$ cat config.mk
export PLATFORM = sky130hd
export DESIGN_NAME = dsp_fetch_decode
export DESIGN_NICKNAME = d
export VERILOG_FILES = /design/src/rtl/scu_dsp_pkg.sv /design/src/rtl/dsp_fetch_decode.sv
export VERILOG_INCLUDE_DIRS = /design/src /design/src/rtl
export SDC_FILE = /design/constraint.sdc
export NUM_CORES = 1
export LEC_CHECK = 0
export ABC_CLOCK_PERIOD_IN_PS = 1400
export BUFFER_PORTS_ARGS = -buffer_cell sky130_fd_sc_hd__buf_4
export CAP_MARGIN = 20
export CORE_MARGIN = 2
export CORE_UTILIZATION = 47
export DETAILED_ROUTE_END_ITERATION = 6
export GPL_TIMING_DRIVEN = 0
export PLACE_DENSITY_LB_ADDON = 0.08
export RECOVER_POWER = 100
export SKIP_CTS_REPAIR_TIMING = 1
export SLEW_MARGIN = 25
export SYNTH_ARGS = -nofsm -noshare
export SYNTH_HDL_FRONTEND = slang
export SYNTH_SLANG_ARGS = --single-unit
export TNS_END_PERCENT = 10
$ cat constraint.sdc
create_clock -name clock -period 1.4 [get_ports clock]
set_input_delay 0.14 -clock clock [delete_from_list [all_inputs] [get_ports clock]]
set_output_delay 0.14 -clock clock [all_outputs]
set_load 0.005 [all_outputs]
$ cat src/rtl/scu_dsp_config.svh
`ifndef SCU_DSP_CONFIG_SVH
`define SCU_DSP_CONFIG_SVH

// Bus, RAM word and instruction width
`define SCU_DSP_DATA_W 32

// A and P registers, ACH:ACL and PH:PL
`define SCU_DSP_ACC_W 48

`define SCU_DSP_RAM_AW 6      // 64 words per data RAM

`define SCU_DSP_NUM_BANKS 4   // MD0 to MD3

`define SCU_DSP_PROG_AW 8     // Program RAM address

`define SCU_DSP_IMM_W 8       // Short immediate of MOV SImm

`endif

$ cat src/rtl/scu_dsp_pkg.sv
`include "scu_dsp_config.svh"

package scu_dsp_pkg;

	typedef logic [`SCU_DSP_DATA_W-1:0] data_word_t;
	typedef logic [`SCU_DSP_ACC_W-1:0] acc_word_t;
	typedef logic [`SCU_DSP_RAM_AW-1:0] ram_addr_t;
	typedef logic [$clog2(`SCU_DSP_NUM_BANKS)-1:0] bank_sel_t;
	typedef logic [`SCU_DSP_NUM_BANKS-1:0] bank_mask_t;
	typedef logic [$bits(bank_sel_t)+`SCU_DSP_RAM_AW-1:0] host_addr_t;   // Bank on top
	typedef logic [`SCU_DSP_PROG_AW-1:0] prog_addr_t;
	typedef logic [`SCU_DSP_DATA_W-1:0] inst_word_t;
	typedef logic [`SCU_DSP_IMM_W-1:0] imm_t;

	// Encodings of instruction bits 29:26
	typedef enum logic [3:0] {
		ALU_NOP = 4'h0,
		ALU_AND = 4'h1,
		ALU_OR  = 4'h2,
		ALU_XOR = 4'h3,
		ALU_ADD = 4'h4,
		ALU_SUB = 4'h5,
		ALU_AD2 = 4'h6,
		ALU_SR  = 4'h8,
		ALU_RR  = 4'h9,
		ALU_SL  = 4'hA,
		ALU_RL  = 4'hB,
		ALU_RL8 = 4'hF
	} alu_op_e;

	typedef enum logic [1:0] {X_NONE, X_MEM_RX, X_MEM_PL, X_MUL_P} x_op_e;
	typedef enum logic [2:0] {Y_NONE, Y_MEM_RY, Y_CLR_A, Y_ALU_A, Y_MEM_ACL} y_op_e;
	typedef enum logic [2:0] {D1_NONE, D1_IMM, D1_MEM, D1_ACL, D1_ACH} d1_src_e;

	// All zero is a NOP
	typedef struct packed {
		x_op_e      x_op;
		bank_sel_t  x_bank;
		y_op_e      y_op;
		bank_sel_t  y_bank;
		d1_src_e    d1_src;
		bank_sel_t  d1_src_bank;
		imm_t       imm;
		bank_mask_t md_write;
		bank_mask_t ct_load;
		bank_mask_t ct_inc;
		logic       d1_to_rx;
		logic       d1_to_pl;
		alu_op_e    alu_op;
	} dsp_ctrl_t;

	typedef struct packed {
		logic       write;
		host_addr_t addr;
		data_word_t data;
	} host_port_t;

endpackage

$ cat src/rtl/dsp_fetch_decode.sv
module dsp_fetch_decode (
	input  logic                    clock,
	input  logic                    reset_n,
	input  logic                    exec,
	input  scu_dsp_pkg::inst_word_t inst_in,
	output scu_dsp_pkg::prog_addr_t inst_addr,
	output scu_dsp_pkg::dsp_ctrl_t  ctrl
);

	scu_dsp_pkg::inst_word_t fetch;
	logic                    exec_q;   // Fetch register holds a fresh instruction

	always_ff @(posedge clock) begin
		if (!reset_n) begin
			fetch     <= '0;
			exec_q    <= 1'b0;
			inst_addr <= '0;
		end else begin
			exec_q <= exec;
			if (exec) begin
				fetch     <= inst_in;
				inst_addr <= inst_addr + 1'b1;
			end
		end
	end

	// Operation word: ALU 29:26, X bus 25:20, Y bus 19:14, D1 bus 13:0
	always_comb begin
		ctrl = '0;
		if (exec_q && fetch[31:30] == 2'b00) begin   // Other classes run as NOP
			ctrl.alu_op = scu_dsp_pkg::alu_op_e'(fetch[29:26]);

			case (fetch[25:23])
				3'b100: begin   // MOV [s],X
					ctrl.x_op   = scu_dsp_pkg::X_MEM_RX;
					ctrl.x_bank = fetch[21:20];
				end
				3'b011: begin   // MOV [s],P
					ctrl.x_op   = scu_dsp_pkg::X_MEM_PL;
					ctrl.x_bank = fetch[21:20];
				end
				3'b010: ctrl.x_op = scu_dsp_pkg::X_MUL_P;
				default: ;
			endcase
			if (fetch[22] && (fetch[25:23] == 3'b100 || fetch[25:23] == 3'b011)) begin
				ctrl.ct_inc[fetch[21:20]] = 1'b1;   // Step the bank actually read
			end

			case (fetch[19:17])
				3'b100: begin   // MOV [s],Y
					ctrl.y_op   = scu_dsp_pkg::Y_MEM_RY;
					ctrl.y_bank = fetch[15:14];
				end
				3'b011: begin   // MOV [s],A
					ctrl.y_op   = scu_dsp_pkg::Y_MEM_ACL;
					ctrl.y_bank = fetch[15:14];
				end
				3'b001: ctrl.y_op = scu_dsp_pkg::Y_CLR_A;
				3'b010: ctrl.y_op = scu_dsp_pkg::Y_ALU_A;
				default: ;
			endcase
			if (fetch[16] && (fetch[19:17] == 3'b100 || fetch[19:17] == 3'b011)) begin
				ctrl.ct_inc[fetch[15:14]] = 1'b1;
			end

			// Both MOV SImm,[d] and MOV [s],[d] share the destination field
			if (fetch[12]) begin
				case (fetch[11:8])
					4'h0, 4'h1, 4'h2, 4'h3: begin   // MDn, then CTn++
						ctrl.md_write[fetch[9:8]] = 1'b1;
						ctrl.ct_inc[fetch[9:8]]   = 1'b1;
					end
					4'h4: ctrl.d1_to_rx = 1'b1;
					4'h5: ctrl.d1_to_pl = 1'b1;
					4'hC, 4'hD, 4'hE, 4'hF: ctrl.ct_load[fetch[9:8]] = 1'b1;
					default: ;   // RA0, WA0, LOP, TOP not built
				endcase
			end

			if (fetch[13:12] == 2'b01) begin
				ctrl.d1_src = scu_dsp_pkg::D1_IMM;
				ctrl.imm    = fetch[7:0];
			end else if (fetch[13:12] == 2'b11) begin
				case (fetch[3:0])
					4'h0, 4'h1, 4'h2, 4'h3, 4'h4, 4'h5, 4'h6, 4'h7: begin
						ctrl.d1_src      = scu_dsp_pkg::D1_MEM;
						ctrl.d1_src_bank = fetch[1:0];
						if (fetch[2]) begin
							ctrl.ct_inc[fetch[1:0]] = 1'b1;
						end
					end
					4'h9: ctrl.d1_src = scu_dsp_pkg::D1_ACL;
					4'hA: ctrl.d1_src = scu_dsp_pkg::D1_ACH;
					default: ;
				endcase
			end
		end
	end

endmodule

==> metrics <==
CP Launch Type flop; clock power share between 30 and 40%; post-synth top area share 39.2%; Die ar. roughly 5000 µm²; antenna viol nets, final 0; clk_lat worst skew 290 ps; Worst Setup Path Type flop to primary output; Final min period 1840 ps; Worst path max stage delay 380 ps; Die Width just over 70 µm; Worst-Margin Slew 808 ps; violated checks negative setup slack; Rel. slew slack 46.2%; Required @ worst endpoint 1260 ps; Pint 0.00196 W; total number of vias 2,025; status complete, but fails checks; Root Buffer clkbuf_8; adder-cell share of the synthesized area 0.597%; WL met3 364 µm; RePlAce Congestion 0.755; share of layout cells above drive strength 1 around two fifths; R2R Setup Slk 60 ps; RSZ-0062 raised after global routing yes; crit path cell chain or3b_1 > buf_6 > nor3b_4 > and2_1 > buf_4; TritonCTS clock tree done; maxcap violations 0; reg2reg start inst_addr[0]; fmax 543 MHz; PortBufs about 80; Met2 Wirelength 2480 µm; Final Skew 3.88 ps; Net Sw Frac between 20 and 25%; Yosys warning total 0; Worst R2R Path Depth 4; WL/cell 13.3 µm; vias in the first global route 1,881; Post-DP HPWL approximately 3800 µm; CTS Sinks 41; # diodes 0; die height around 70 µm; Min-Delay Path Class input pin to flop; post-synthesis sequential area ratio a little under 40%; GRT Util Overall 20.6%; Final nets 369; Core ar. 4320 µm²; count of pins over their slew limit 0; 1st-iter DRT viols about 140; Final setup violation count 40; Async SR Flop Fraction 0%; Critical-path top delay cell or3b_1; Tot Pwr 0.00260 W; global-route wire length before repair between 8000 and 9000 µm; hold_sp reset_n; placed cells 372; Clock transition at path regs ~70 ps; top sig layer met4; hold endpoint exec_q; initial antenna violation count 0; syn avg cell area 8.81 µm²; Synth Area in Compound Gates a little over 8%; syn nets 274; Overflow after GRT 0; Worst Path Arrival 1700 ps; combinational power share approximately 14%; Hold WS 62.7 ps; TritonRoute pass-1 iters 4; Post-Synth XOR/XNOR Area 2.93%; Seq cells post-synth 41; post-synthesis instance area 2100 µm²; Synth Area in Simple Gates 28.7%; Ports 83; largest net degree at the start of global routing 13; Via density 5.26; crit path setup slack, layout -443 ps; drt drc 0; htree depth 2; CTS Buf Count 5; Starting Density approximately 48%; crit-path max FO 6; Post-Synthesis Cells 238; LEAKAGE between 1 and 1.5 nW; area leader, netlist dfxtp_1; CTS Buffer Depth 2; R2R Path End inst_addr[6]; post-synthesis mux area share 15.8%; fill cell count ~380; Hold Path Stages 2; Layout area overhead 44.0%; Layout Cells excl Fill 385; synth top area cells dfxtp_1 39%, mux2i_1 16%, nor2_1 8.4%; Yosys cell types 39; CP endpoint kind primary output; Sequential Power Share 50.2%; Switch Pwr 0.000641 W; pwr dens about 860 nW/µm²; Post-synth EDFFs 0; largest family of logic cells by synthesized area simple AND/OR/NAND/NOR gates; row count 24; WL final 5130 µm; M1 wire length between 2000 and 2500 µm; final hold violations 0; Primary FF master, synth dfxtp_1; Max VDD drop 0.000631 V; Final period util 132%
==> through the flow <==
stage	setup slack [ps]	setup TNS, ps	util [%]	cell area (µm²)
floorplan	66.8	0	-	2100
global placement	-330	-3230	64.2	2780
detailed placement	-345	-3350	64.2	2780
CTS	-676	-16040	66.6	2880
global route	-517	-12550	69.8	3020
finish	-443	-9230	69.8	3020
==> critical path, delay by kind of cell, from the launching register on <==
family / cells / cell delay [ps]
buf+inv: 2 / 240
flops: 1 / 350
simple gates: 3 / 820
==> cell usage after synthesis (2+ instances only) <==
| library cell | count |
|---|---|
| nor3b_1 | 4 |
| a31oi_1 | 2 |
| a32oi_1 | 3 |
| and2_1 | 14 |
| a21oi_1 | 5 |
| nor3_1 | 9 |
| nor2b_1 | 3 |
| nand3_1 | 3 |
| xor2_1 | 3 |
| o31ai_1 | 2 |
| xnor2_1 | 4 |
| dfxtp_1 | 41 |
| and3_1 | 4 |
| buf_2 | 2 |
| clkbuf_1 | 7 |
| nor2_1 | 47 |
| mux2i_1 | 33 |
| nand2_1 | 7 |
| nor3b_2 | 2 |
| nand4_1 | 4 |
| o211ai_1 | 4 |
| or2_1 | 2 |
| o2111ai_1 | 6 |
| buf_4 | 2 |
| or4_1 | 2 |
| and3b_1 | 2 |
| inv_1 | 9 |
==> layout by cell type (no fill, tap or decap), types with 4 or more instances in the layout <==
cell and n:
a21oi_1 5, and2_1 14, and3_1 4, buf_4 86, clkbuf_1 8, clkbuf_8 5
dfxtp_1 29, dfxtp_2 9, inv_1 9, mux2i_1 33, nand2_1 6, nand4_1 4
nor2_1 46, nor3_1 6, nor3b_4 4, o2111ai_1 6, o211ai_1 4, xnor2_1 4
==> flip-flops by register name, summed over array words and instances (netlist names) <==
| register | flops |
|---|---|
| fetch | 32 |
| inst_addr | 8 |
| exec_q | 1 |
==> worst max path at each step <==
stage / from / endpoint / slack, ps / cells after the start
CTS: fetch[31] / ctrl[9] / -680 / 5
global placement: fetch[31] / ctrl[9] / -330 / 5
floorplan: fetch[31] / ctrl[19] / 70 / 4
finish: fetch[31] / ctrl[21] / -440 / 5
detailed placement: fetch[31] / ctrl[9] / -350 / 5
global route: fetch[31] / ctrl[25] / -520 / 5
==> cell families after synthesis <==
family	after synthesis
flops	41
xor+xnor	7
mux	33
fa+ha+maj	1
compound gates	24
buf+inv	21
simple gates	111
==> power groups by stage <==
stage	clock, W	sequential, W	combinational, W
2_1_floorplan	0	0.00130	0.000209
3_3_place_gp	0	0.00132	0.000339
3_5_place_dp	0	0.00132	0.000345
4_1_cts	0.000942	0.00130	0.000347
5_1_grt	0.000980	0.00132	0.000419
6_report	0.000918	0.00130	0.000374
==> layout make-up <==
| type | instances | area [µm²] | area share [%] |
|---|---|---|---|
| plain buffers | 12 | 62.6 | 2.07 |
| clock buffers | 5 | 68.8 | 2.28 |
| flip-flops and latches | 41 | 843 | 27.9 |
| multi-input cells | 176 | 1250 | 41.4 |
| repair buffers | 88 | 661 | 21.9 |
| clock inverters | 2 | 35.0 | 1.16 |
| inverters | 9 | 33.8 | 1.12 |
| well taps | 52 | 65.1 | 2.16 |
==> routing by layer <==
layer	vias to the layer above	GRT usage, %
met5	-	0
met4	0	9.43
met3	9	4.27
met2	73	33.3
met1	918	26.4
li1	1025	-
(Power assumes the default switching activity.)
